## src/mac_data_pkg.sv

```systemverilog
package mac_data_pkg;

    // ########################################################################
    // data path widths
    // ########################################################################

    // activations, weights and emitted results are all unsigned bytes.
    localparam int DATA_W = 8;

    // full width of the approximate product.
    localparam int PROD_W = 16;

    // the accumulator has four guard bits above a single product.
    localparam int ACC_W = 20;

    // ########################################################################
    // saturation limits
    // ########################################################################

    // the accumulator sticks here instead of wrapping around.
    localparam logic [ACC_W-1:0] ACC_MAX = {ACC_W{1'b1}};

    // largest value that fits in a result byte.
    localparam logic [DATA_W-1:0] RES_MAX = 8'd255;

endpackage

```

## src/mac_isa_pkg.sv

```systemverilog
package mac_isa_pkg;

    // ########################################################################
    // instruction fields
    // ########################################################################

    // width of the opcode field driven by the host.
    localparam int OP_W = 2;

    // an emit carries its right shift amount in the low bits of the data
    // field, so the accumulator can be scaled by up to 15 bit positions.
    localparam int SHIFT_W = 4;

    // ########################################################################
    // opcodes
    // ########################################################################

    // one instruction is issued per cycle while instr_valid is high.
    //   OP_LOAD_WEIGHT  the data field becomes the new weight.
    //   OP_MAC          activation times weight is added to the accumulator.
    //   OP_CLEAR        the accumulator returns to zero.
    //   OP_EMIT         the scaled and clamped accumulator is sent out.
    typedef enum logic [OP_W-1:0] {
        OP_LOAD_WEIGHT = 2'd0,
        OP_MAC         = 2'd1,
        OP_CLEAR       = 2'd2,
        OP_EMIT        = 2'd3
    } mac_op_t;

endpackage

```

## src/approx_mac_top.sv

```systemverilog
`timescale 1ns/100ps

module approx_mac_top (
    input  logic                              clk,
    input  logic                              rst_n,
    input  logic                              instr_valid,
    input  mac_isa_pkg::mac_op_t              instr_op,
    input  logic [mac_data_pkg::DATA_W-1:0]   instr_data,
    output logic                              result_valid,
    output logic [mac_data_pkg::DATA_W-1:0]   result_data,
    output logic [mac_data_pkg::ACC_W-1:0]    acc_value
);

    import mac_isa_pkg::*;
    import mac_data_pkg::*;

    // decode to execute.
    logic               weight_load;
    logic               mac_en;
    logic               acc_clear;
    logic               emit;
    logic [DATA_W-1:0]  operand;

    // execute to result.
    logic               emit_out;
    logic [SHIFT_W-1:0] emit_shift;

    mac_decode i_mac_decode (
        .clk         (clk),
        .rst_n       (rst_n),
        .instr_valid (instr_valid),
        .instr_op    (instr_op),
        .instr_data  (instr_data),
        .weight_load (weight_load),
        .mac_en      (mac_en),
        .acc_clear   (acc_clear),
        .emit        (emit),
        .operand     (operand)
    );

    mac_execute i_mac_execute (
        .clk         (clk),
        .rst_n       (rst_n),
        .weight_load (weight_load),
        .mac_en      (mac_en),
        .acc_clear   (acc_clear),
        .emit        (emit),
        .operand     (operand),
        .acc_value   (acc_value),
        .emit_out    (emit_out),
        .emit_shift  (emit_shift)
    );

    mac_result i_mac_result (
        .clk          (clk),
        .rst_n        (rst_n),
        .emit_out     (emit_out),
        .emit_shift   (emit_shift),
        .acc_value    (acc_value),
        .result_valid (result_valid),
        .result_data  (result_data)
    );

endmodule

```

## src/approx_mul8.sv

```systemverilog
`timescale 1ns/100ps

module approx_mul8 (
    input  logic [mac_data_pkg::DATA_W-1:0] x,
    input  logic [mac_data_pkg::DATA_W-1:0] y,
    output logic [mac_data_pkg::PROD_W-1:0] z
);

    import mac_data_pkg::*;

    // pp[i] is y gated by bit i of x.
    logic [DATA_W-1:0] pp [0:DATA_W-1];

    // sparse correction vectors that stand in for the four low partial products.
    logic [10:0] corr1;
    logic [10:0] corr2;
    logic [10:0] corr3;
    logic [10:0] corr4;
    logic [10:0] corr5;

    logic [PROD_W-1:0] high_sum;
    logic [PROD_W-1:0] corr_sum;

    always_comb begin
        for (int i = 0; i < DATA_W; i++) begin
            pp[i] = y & {DATA_W{x[i]}};
        end
    end

    // ########################################################################
    // approximate low half
    // ########################################################################

    // only a handful of bit pairs from pp[0] to pp[3] survive.
    // each one is merged into a single bit at a fixed column.
    always_comb begin
        corr1     = '0;
        corr1[3]  = pp[0][3] ^ pp[1][2];
        corr1[5]  = pp[2][3] ^ pp[3][2];
        corr1[6]  = pp[0][6] & pp[1][5];
        corr1[7]  = pp[0][6] | pp[1][5];
        corr1[8]  = pp[1][7];
        corr1[9]  = pp[2][7] | pp[3][6];
        corr1[10] = pp[3][7];

        corr2    = '0;
        corr2[7] = pp[0][7] | pp[1][6];
        corr2[8] = pp[2][6] & pp[3][5];

        corr3    = '0;
        corr3[7] = pp[2][4] | pp[3][3];
        corr3[8] = pp[2][6] | pp[3][5];

        // the AND and the OR of the same pair give a carry-like weight.
        corr4    = '0;
        corr4[7] = pp[2][5] & pp[3][4];

        corr5    = '0;
        corr5[7] = pp[2][5] | pp[3][4];
    end

    // ########################################################################
    // exact high half and final sum
    // ########################################################################

    always_comb begin
        high_sum = PROD_W'({pp[4], 4'b0000})
                 + PROD_W'({pp[5], 5'b00000})
                 + PROD_W'({pp[6], 6'b000000})
                 + PROD_W'({pp[7], 7'b0000000});

        corr_sum = PROD_W'(corr1)
                 + PROD_W'(corr2)
                 + PROD_W'(corr3)
                 + PROD_W'(corr4)
                 + PROD_W'(corr5);
    end

    assign z = high_sum + corr_sum;

endmodule

```

## src/mac_decode.sv

```systemverilog
`timescale 1ns/100ps

module mac_decode (
    input  logic                              clk,
    input  logic                              rst_n,
    input  logic                              instr_valid,
    input  mac_isa_pkg::mac_op_t              instr_op,
    input  logic [mac_data_pkg::DATA_W-1:0]   instr_data,
    output logic                              weight_load,
    output logic                              mac_en,
    output logic                              acc_clear,
    output logic                              emit,
    output logic [mac_data_pkg::DATA_W-1:0]   operand
);

    import mac_isa_pkg::*;

    // ########################################################################
    // instruction register
    // ########################################################################

    // an instruction sampled at edge N shows up as a single strobe plus its
    // operand right after that edge.
    always_ff @(posedge clk or negedge rst_n) begin
        if (!rst_n) begin
            weight_load <= 1'b0;
            mac_en      <= 1'b0;
            acc_clear   <= 1'b0;
            emit        <= 1'b0;
            operand     <= '0;
        end else begin
            weight_load <= instr_valid && (instr_op == OP_LOAD_WEIGHT);
            mac_en      <= instr_valid && (instr_op == OP_MAC);
            acc_clear   <= instr_valid && (instr_op == OP_CLEAR);
            emit        <= instr_valid && (instr_op == OP_EMIT);

            // the operand only moves with a valid instruction.
            if (instr_valid) begin
                operand <= instr_data;
            end
        end
    end

    // ########################################################################
    // checks
    // ########################################################################

    // execute relies on never seeing two operations in the same stage.
    a_strobe_onehot : assert property (
        @(posedge clk) disable iff (!rst_n)
        $onehot0({weight_load, mac_en, acc_clear, emit})
    ) else $error("mac_decode: more than one strobe active");

    // an undefined opcode would silently drop the instruction.
    a_op_known : assert property (
        @(posedge clk) disable iff (!rst_n)
        instr_valid |-> !$isunknown(instr_op)
    ) else $error("mac_decode: unknown opcode bits with instr_valid");

endmodule

```

## src/mac_execute.sv

```systemverilog
`timescale 1ns/100ps

module mac_execute (
    input  logic                               clk,
    input  logic                               rst_n,
    input  logic                               weight_load,
    input  logic                               mac_en,
    input  logic                               acc_clear,
    input  logic                               emit,
    input  logic [mac_data_pkg::DATA_W-1:0]    operand,
    output logic [mac_data_pkg::ACC_W-1:0]     acc_value,
    output logic                               emit_out,
    output logic [mac_isa_pkg::SHIFT_W-1:0]    emit_shift
);

    import mac_isa_pkg::*;
    import mac_data_pkg::*;

    logic [DATA_W-1:0]  weight_q;
    logic [PROD_W-1:0]  product;

    // first stage, side by side with the registered product.
    logic [PROD_W-1:0]  prod_q;
    logic               mac_q;
    logic               clear_q;
    logic               emit_q;
    logic [SHIFT_W-1:0] shift_q;

    logic [ACC_W:0]     acc_sum;

    // ########################################################################
    // weight and multiplier
    // ########################################################################

    always_ff @(posedge clk or negedge rst_n) begin
        if (!rst_n) begin
            weight_q <= '0;
        end else if (weight_load) begin
            weight_q <= operand;
        end
    end

    // the activation is x and the stored weight is y.
    approx_mul8 i_approx_mul8 (
        .x (operand),
        .y (weight_q),
        .z (product)
    );

    // ########################################################################
    // product stage
    // ########################################################################

    always_ff @(posedge clk or negedge rst_n) begin
        if (!rst_n) begin
            prod_q  <= '0;
            mac_q   <= 1'b0;
            clear_q <= 1'b0;
            emit_q  <= 1'b0;
            shift_q <= '0;
        end else begin
            prod_q  <= product;
            mac_q   <= mac_en;
            clear_q <= acc_clear;
            emit_q  <= emit;
            shift_q <= operand[SHIFT_W-1:0];
        end
    end

    // ########################################################################
    // accumulator stage
    // ########################################################################

    // one extra bit catches the carry that triggers saturation.
    assign acc_sum = {1'b0, acc_value} + (ACC_W + 1)'(prod_q);

    always_ff @(posedge clk or negedge rst_n) begin
        if (!rst_n) begin
            acc_value  <= '0;
            emit_out   <= 1'b0;
            emit_shift <= '0;
        end else begin
            if (clear_q) begin
                acc_value <= '0;
            end else if (mac_q) begin
                acc_value <= acc_sum[ACC_W] ? ACC_MAX : acc_sum[ACC_W-1:0];
            end

            // emit leaves together with the accumulator it has to report.
            emit_out   <= emit_q;
            emit_shift <= shift_q;
        end
    end

    // the accumulator only ever grows or sticks, except on a clear.
    a_acc_no_decrease : assert property (
        @(posedge clk) disable iff (!rst_n)
        !$past(clear_q) |-> (acc_value >= $past(acc_value))
    ) else $error("mac_execute: accumulator decreased without clear");

endmodule

```

## src/mac_result.sv

```systemverilog
`timescale 1ns/100ps

module mac_result (
    input  logic                               clk,
    input  logic                               rst_n,
    input  logic                               emit_out,
    input  logic [mac_isa_pkg::SHIFT_W-1:0]    emit_shift,
    input  logic [mac_data_pkg::ACC_W-1:0]     acc_value,
    output logic                               result_valid,
    output logic [mac_data_pkg::DATA_W-1:0]    result_data
);

    import mac_data_pkg::*;

    logic [ACC_W-1:0]  shifted;
    logic              overflow;
    logic [DATA_W-1:0] clamped;

    // ########################################################################
    // scale and clamp
    // ########################################################################

    assign shifted = acc_value >> emit_shift;

    // anything left above the result byte means the value does not fit.
    assign overflow = |shifted[ACC_W-1:DATA_W];
    assign clamped  = overflow ? RES_MAX : shifted[DATA_W-1:0];

    // ########################################################################
    // output register
    // ########################################################################

    // result_data holds the last emitted value between emits.
    always_ff @(posedge clk or negedge rst_n) begin
        if (!rst_n) begin
            result_valid <= 1'b0;
            result_data  <= '0;
        end else begin
            result_valid <= emit_out;
            if (emit_out) begin
                result_data <= clamped;
            end
        end
    end

    // the host must never see a result while the engine is in reset.
    a_quiet_in_reset : assert property (
        @(posedge clk)
        !rst_n |-> !result_valid
    ) else $error("mac_result: result_valid high during reset");

endmodule

```

## config.mk

```make
export PLATFORM = sky130hd
export DESIGN_NAME = approx_mac_top
export DESIGN_NICKNAME = d
export VERILOG_FILES = /design/src/mac_data_pkg.sv /design/src/mac_isa_pkg.sv /design/src/approx_mac_top.sv /design/src/approx_mul8.sv /design/src/mac_decode.sv /design/src/mac_execute.sv /design/src/mac_result.sv
export SDC_FILE = /design/constraint.sdc
export NUM_CORES = 1
export LEC_CHECK = 0
export CORE_UTILIZATION = 55
export DETAILED_ROUTE_END_ITERATION = 8
export DONT_BUFFER_PORTS = 1
export GPL_TIMING_DRIVEN = 0
export PLACE_DENSITY = 0.7
export SLEW_MARGIN = 10
export SYNTH_ARGS = -nofsm -noshare
export SYNTH_HDL_FRONTEND = slang
export SYNTH_SLANG_ARGS = --single-unit
```

## constraint.sdc

```tcl
create_clock -name clk -period 5.8 [get_ports clk]
set_clock_uncertainty 0.15 [all_clocks]
set_input_delay 0.29 -clock clk [delete_from_list [all_inputs] [get_ports clk]]
set_output_delay 0.29 -clock clk [all_outputs]
set_load 0.02 [all_outputs]
```

==> impl_results.md, run 1 <==
* Power share of the combinational group at 54.7%
* Switch Pwr at 1.31 mW
* TritonCTS clock tree: done
* Relative slew slack at 56.5%
* Final min period at 4.53 ns
* Primary FF master, synth: dfrtp_1
* Total power at 2.88 mW
* P_int at 1.57 mW
* Placed Area at 0.00535 sq mm
* ANT cells at 0
* Worst slew pin tran at 0.648 ns
* Fmax at 221 MHz
* Synth top area cells: dfrtp_1 (35%), fa_1 (10%), ha_1 (7.7%)
* RSZ-0062 raised after global routing: false
* Number of synthesized flops with an enable pin at 0
* Seq/Total Area, Yosys at 34.6%
* Worst setup path start: i_mac_execute.weight_q[5]$_DFFE_PN0P_
* Worst reg2reg path startpoint: i_mac_execute.weight_q[5]$_DFFE_PN0P_
* Initial Util at 56.7%
* Post-CTS Resized at 0
* Clock net sink count at 72
* Critical path class: reg -> reg
* Total GRT Usage at 24.4%
* Count of input and output buffers at 0
* Crit end category: flop
* Wire length per cell at 17.6 microns
* VDD IR max at 0.207 mV
* Hold Buf Count CTS at 14
* Clk root buf: clkbuf_8
* Status: finished, final reports clean
* Grt ovf at 0
* Crit path max-delay cell type: fa_1
* Clock slew at reported path FFs at 0.09 ns
* Syn avg cell area at 10.4 sq um
* Syn_nets at 575
* Pleak at 2.55 nW
* Required @ worst endpoint at 5.91 ns
* Final HPWL DP at 8.39 mm
* Hold path startpoint: i_mac_decode.mac_en$_DFF_PN0_
* Top-area cell type share of the netlist area at 34.6%
* Nets@finish at 600
* Clock power share at 14.5%
* Startpoint Class: flop
* TritonRoute pass-1 iters at 4
* Pwr per Cell Area at 505 mW/mm^2
* Clock Tree Buf Depth at 2
* Worst-path maximum fanout at 10
* Finished Cell Area at 0.00572 sq mm
* Final wirelength at 11.4 mm
* CTS H-Tree Depth at 3
* CP Data Arrival Time at 4.64 ns
* Routed vias at 3845
* CP most frequent cell: fa_1
* Finish-stage setup viols at 0
* Die height at 99.3 microns
* Synthesized cell area at 0.00521 sq mm
* Row count at 35
* Drt drc at 0
* Share of layout cells above drive strength 1 at 11.8%
* Post-CTS setup buffers at 0
* Yosys top cell by area: dfrtp_1
* Drt via density at 5.97
* Die W at 99.3 microns
* Initial antenna violation count at 0
* Clk_lat worst skew at 0.35 ns
* Vias in the first global route at 3827
* Synthesis-to-finish area growth at 9.68%
* Max incr delay on CP at 0.49 ns
* Setup TNS at 0 ns
* Fin util at 62.1%
* Max Cap Violations at 0
* Worst min-delay path class: reg -> reg
* Synth Instances at 503
* CTS buffer count at 9
* Ys Warns at 0
* FILL cells at 793
* Core Region at 0.00920 sq mm
* Gpl congestion at 0.879
* Sw frac at 45.4%
* ANT nets after route at 0
* Drt initial violations at 142
* Final worst path period share at 78.0%
* Distinct cell type count after synthesis at 53
* Die area at 0.00987 sq mm
* Slew Viols, Final at 0
* Fin. Hold Viols at 0
* Ys async rst share at 100%
* Seq pwr share at 30.7%
* CP cell instances: clkbuf_1 -> and4_1 -> fa_1 -> fa_1 -> inv_1 -> fa_1 -> inv_1 -> fa_1 -> ha_1 -> fa_1 -> a21o_1 -> a21oi_1 -> o21bai_1 -> a21oi_1 -> xnor2_1
* First-pass GRT wire length at 18.7 mm
* Largest net degree at the start of global routing at 73
* IO Count at 42
* Seq cells post-synth at 72
-- metrics by stage --
stage / setup WS (ns) / std cells / hold WS [ns]
floorplan: 1.62 / 503 / -0.156
global placement: 1.33 / 614 / -0.155
detailed placement: 1.27 / 614 / -0.155
CTS: 1.23 / 644 / 0.185
global route: 0.994 / 644 / 0.215
finish: 1.27 / 644 / 0.205
-- kinds of logic after synthesis --
group / Yosys count / synth area share (%)
AO/OA/AOI/OAI: 111 / 15.0
XOR/XNOR: 18 / 3.03
adder cells (fa/ha/maj): 59 / 18.1
buffers and inverters: 67 / 5.64
flip-flops: 72 / 34.6
multiplexers: 45 / 11.0
AND/OR/NAND/NOR: 131 / 12.7
-- final timing paths --
check                      cells past startpoint  slack, ns                                      end
max reg2reg                                   15       1.27       i_mac_execute.prod_q[15]$_DFF_PN0_
max in group asynchronous                      2       4.87          i_mac_execute.clear_q$_DFF_PN0_
min reg2reg                                    0       0.20            i_mac_execute.mac_q$_DFF_PN0_
min                                            0       0.20            i_mac_execute.mac_q$_DFF_PN0_
min in group asynchronous                      2       0.31  i_mac_result.result_data[2]$_DFFE_PN0P_
max                                           15       1.27       i_mac_execute.prod_q[15]$_DFF_PN0_
-- state kept, by name (all words and copies together) (netlist names) --
register	count
i_mac_execute.weight_q	8
i_mac_decode.mac_en	1
i_mac_result.result_data	8
i_mac_execute.prod_q	13
i_mac_execute.shift_q	4
i_mac_execute.emit_out	1
i_mac_decode.weight_load	1
i_mac_result.result_valid	1
i_mac_execute.clear_q	1
i_mac_execute.emit_shift	4
i_mac_decode.emit	1
i_mac_decode.acc_clear	1
i_mac_execute.acc_value	18
i_mac_decode.operand	8
i_mac_execute.emit_q	1
i_mac_execute.mac_q	1
-- area by class of cell --
cell class                      count  area, sq um  area share (%)
Sequential cell                    72         1800            31.5
Clock buffer                        9          124            2.17
Clock inverter                      7         83.8            1.47
Buffer                             34          170            2.98
Tap cell                          111          139            2.43
Multi-Input combinational cell    364         3120            54.5
Inverter                           33          124            2.17
Timing Repair Buffer               14          158            2.76
-- cell usage in the layout, fill, tap and decap left out, types with 9 or more instances in the layout --
cell | netlist | final
clkbuf_8 | 0 | 9
nor2_1 | 36 | 36
dfrtp_1 | 72 | 72
inv_1 | 33 | 33
o21ai_0 | 9 | 9
nand2_1 | 30 | 30
ha_1 | 32 | 32
xnor2_1 | 10 | 10
buf_2 | 9 | 9
and2_1 | 28 | 28
mux2i_1 | 19 | 19
fa_1 | 27 | 27
a21oi_1 | 34 | 34
clkbuf_1 | 16 | 16
a211oi_1 | 14 | 14
mux2_2 | 18 | 18
dlygate4sd3_1 | 0 | 13
-- synthesized netlist by cell type (2+ instances only) --
cell / n
dfrtp_1: 72
nor2_1: 36
a21oi_1: 34
inv_1: 33
ha_1: 32
nand2_1: 30
and2_1: 28
fa_1: 27
mux2i_1: 19
mux2_2: 18
clkbuf_1: 16
a211oi_1: 14
xnor2_1: 10
buf_2: 9
o21ai_0: 9
a311oi_1: 8
mux4_2: 8
o22a_1: 8
xor2_1: 8
nand3_1: 7
o21bai_1: 7
nor3_1: 6
nand2b_1: 5
o211ai_1: 5
a21o_1: 4
a22o_1: 4
and4_1: 4
nor2b_1: 4
nor3b_1: 4
a31oi_1: 3
buf_1: 3
buf_4: 3
and3_1: 2
nand4_1: 2
o21a_1: 2
o32a_1: 2
-- worst max-delay path, delay by kind of cell (launching register included) --
| family | cells | cell delay, ns |
|---|---|---|
| buffers and inverters | 3 | 0.48 |
| and+or+nand+nor | 1 | 0.29 |
| xor gates and xnor gates | 1 | 0.13 |
| DFF | 1 | 0.33 |
| AOI/OAI and AO/OA | 4 | 0.65 |
| adders and majority gates | 6 | 2.40 |
-- layer usage --
metal | up-vias | wire [microns] | GRT usage, %
met4 | 0 | 116 | 5.88
met3 | 10 | 639 | 4.78
met5 | - | 0 | 0
met1 | 1900 | 4790 | 30.8
met2 | 107 | 5810 | 43.2
li1 | 1828 | - | -
-- power by group through the flow --
| stage | logic, mW | registers, mW | clock network (mW) |
|---|---|---|---|
| 3_5_place_dp | 1.56 | 0.899 | 0 |
| 6_report | 1.58 | 0.887 | 0.419 |
| 3_3_place_gp | 1.50 | 0.893 | 0 |
| 5_1_grt | 1.80 | 0.904 | 0.448 |
| 2_1_floorplan | 1.28 | 0.823 | 0 |
| 4_1_cts | 1.60 | 0.888 | 0.430 |
Power figures use the tool's default switching activity.
==> inputs of run 2 (changes only) <==
Settings changed: ABC_AREA set to 1, PLACE_DENSITY 0.7 to 0.73.
Clock period 5.8 ns to 3.9 ns, I/O delays scaled along.
==> impl_results.md, run 2 <==
* VDD IR max at 0.244 mV
* RSZ-0062 raised after global routing: true
* Commonest cells after routing, fill and taps aside: nand2_1 (248), inv_1 (96), nand3_1 (72)
* Crit end category: flop
* Post-Place Cells at 856
* Distinct cell type count after synthesis at 27
* Drt initial violations at 217
* Syn_nets at 799
* Finish-stage setup viols at 3
* Final min period at 4.03 ns
* Share of layout cells above drive strength 1 at 13.9%
* CP Data Arrival Time at 4.15 ns
* Largest net degree at the start of global routing at 73
* Pleak at 3.37 nW
* Sw frac at 46.2%
* Startpoint Class: flop
* Final worst path period share at 103%
* Switch Pwr at 1.74 mW
* Count of input and output buffers at 0
* Grt ovf at 0
* Die height at 100 microns
* Seq/Total Area, Yosys at 33.8%
* Ys Warns at 0
* Row count at 35
* Drt drc at 0
* Clk root buf: clkbuf_8
* Worst slew pin tran at 0.585 ns
* CTS H-Tree Depth at 3
* Fin cells at 911
* Top-area cell type share of the netlist area at 33.8%
* First-pass GRT wire length at 21.6 mm
* Synth top area cells: dfrtp_1 (34%), nand2_1 (18%), fa_1 (10%)
* Die area at 0.0101 sq mm
* Synth top cells by count: nand2_1 (255), inv_1 (105), nand3_1 (74)
* Final wirelength at 13.1 mm
* Worst min-delay path class: in -> reg
* Reg with most FFs: i_mac_execute.acc_value
* Initial Util at 57.1%
* Clk_lat worst skew at 0.36 ns
* Largest register FFs at 18
* Max Cap Violations at 0
* Biggest regs: i_mac_execute.acc_value x18, i_mac_execute.prod_q x13
* Worst-path maximum fanout at 3
* Syn avg cell area at 7.32 sq um
* Ys async rst share at 100%
* Fin. Hold Viols at 0
* Clock power share at 16.2%
* Failing checks: setup timing
* Required @ worst endpoint at 4.02 ns
* Power share of the combinational group at 51.2%
* Primary FF master, synth: dfrtp_1
* Initial antenna violation count at 0
* Yosys top cell by area: dfrtp_1
* Wire length per cell at 14.4 microns
* Nets@finish at 849
* Fmax at 248 MHz
* Final HPWL DP at 9.34 mm
* Relative slew slack at 60.8%
* Die W at 100 microns
* Hold slack at 0.0498 ns
* Total GRT Usage at 27.6%
* TritonRoute pass-1 iters at 5
* Core Region at 0.00933 sq mm
* ANT cells at 0
* Clock Tree Buf Depth at 2
* CTS buffer count at 9
* Critical path class: reg -> reg
* Status: finished with violations
* Most common cell after layout, fill and taps aside: nand2_1
* Setup TNS at -0.302 ns
* Seq pwr share at 32.6%
* FILL cells at 796
* Number of synthesized flops with an enable pin at 0
* IO Count at 42
* Gpl congestion at 0.910
* Drt via density at 5.31
* Synthesized cell area at 0.00533 sq mm
* Clock net sink count at 72
* Synth Instances at 727
* Worst Slack Setup Final at -0.133 ns
* Pwr per Cell Area at 606 mW/mm^2
* Seq cells post-synth at 72
* Routed vias at 4833
* Slew Viols, Final at 0
* Clock slew at reported path FFs at 0.08 ns
* Most numerous cell in the Yosys netlist: nand2_1
* ANT nets after route at 0
* TritonCTS clock tree: done
* P_int at 2.02 mW
* Synthesis-to-finish area growth at 16.4%
* Vias in the first global route at 4683
==> run 2: timing repair <==
item,in CTS,in global routing
endpoints found under the hold margin,84,0
resized for setup,20,25
endpoints found under the setup margin,3,4
hold buffers,15,0
buffers inserted,15,11
gates cloned,0,0
pin swaps,15,25
==> run 2: area by class of cell <==
cell class,count,area (sq um),area share (%)
plain buffers,23,140,2.26
clock buffers,10,128,2.06
clock inverters,6,67.6,1.09
inverters,106,398,6.42
multi-input cells,524,3120,50.4
flip-flops and latches,72,1810,29.2
well taps,129,161,2.60
repair buffers,41,370,5.97
==> run 2: power groups by stage <==
stage | registers [mW] | logic, mW | clock network, mW
4_1_cts | 1.23 | 1.76 | 0.612
3_3_place_gp | 1.23 | 1.58 | 0
5_1_grt | 1.25 | 2.23 | 0.645
2_1_floorplan | 1.15 | 1.33 | 0
3_5_place_dp | 1.24 | 1.64 | 0
6_report | 1.23 | 1.92 | 0.607
==> run 2: worst max-delay path: stages, from the launching register on <==
cell	delay [ns]
dfrtp_1	0.41
nand2_2	0.11
nor3_4	0.21
fa_1	0.49
fa_2	0.57
inv_2	0.04
fa_2	0.32
inv_2	0.06
fa_1	0.42
ha_4	0.19
fa_2	0.36
nand3_2	0.10
nand2_2	0.06
a21oi_2	0.12
nor2_1	0.05
nor2_1	0.10
xor2_1	0.17
==> run 2: final timing paths <==
| check | from | end | slack, ns | cells after the start |
|---|---|---|---|---|
| min in group asynchronous | rst_n | i_mac_execute.shift_q[1]$_DFF_PN0_ | 0.23 | 2 |
| max in group asynchronous | rst_n | i_mac_decode.operand[4]$_DFFE_PN0P_ | 3.08 | 2 |
| min reg2reg | i_mac_execute.emit_q$_DFF_PN0_ | i_mac_execute.emit_out$_DFF_PN0_ | 0.20 | 0 |
| max reg2reg | i_mac_decode.operand[2]$_DFFE_PN0P_ | i_mac_execute.prod_q[15]$_DFF_PN0_ | -0.13 | 16 |
| min | instr_valid | i_mac_decode.operand[4]$_DFFE_PN0P_ | 0.05 | 3 |
| max | i_mac_decode.operand[2]$_DFFE_PN0P_ | i_mac_execute.prod_q[15]$_DFF_PN0_ | -0.13 | 16 |
==> run 2: cells by family (layout without fill, tap and decap cells) <==
kind of cell	Yosys count	after routing	synth area share, %
DFF	72	72	33.8
adders and majority gates	59	59	17.7
AOI/OAI and AO/OA	67	67	6.79
and+or+nand+nor	384	384	29.6
xor gates and xnor gates	14	14	2.30
buffers and inverters	131	186	9.84
==> run 2: stage by stage <==
stage	utilization (%)	setup WS [ns]	area (sq um)	power [mW]
2_1_floorplan	-	0.00316	5340	2.48
3_3_place_gp	59.0	-0.291	5500	2.81
3_5_place_dp	59.0	-0.325	5500	2.88
4_1_cts	64.8	-0.157	6050	3.60
5_1_grt	66.5	-0.250	6200	4.12
6_report	66.5	-0.133	6200	3.76
==> run 2: metal layers <==
metal | share of wire, % | up-vias | global-route usage [%]
li1 | - | 2368 | -
met1 | 41 | 2282 | 33.8
met2 | 52 | 155 | 49.1
met3 | 5.2 | 28 | 4.25
met4 | 2.2 | 0 | 10.4
met5 | 0 | - | 0
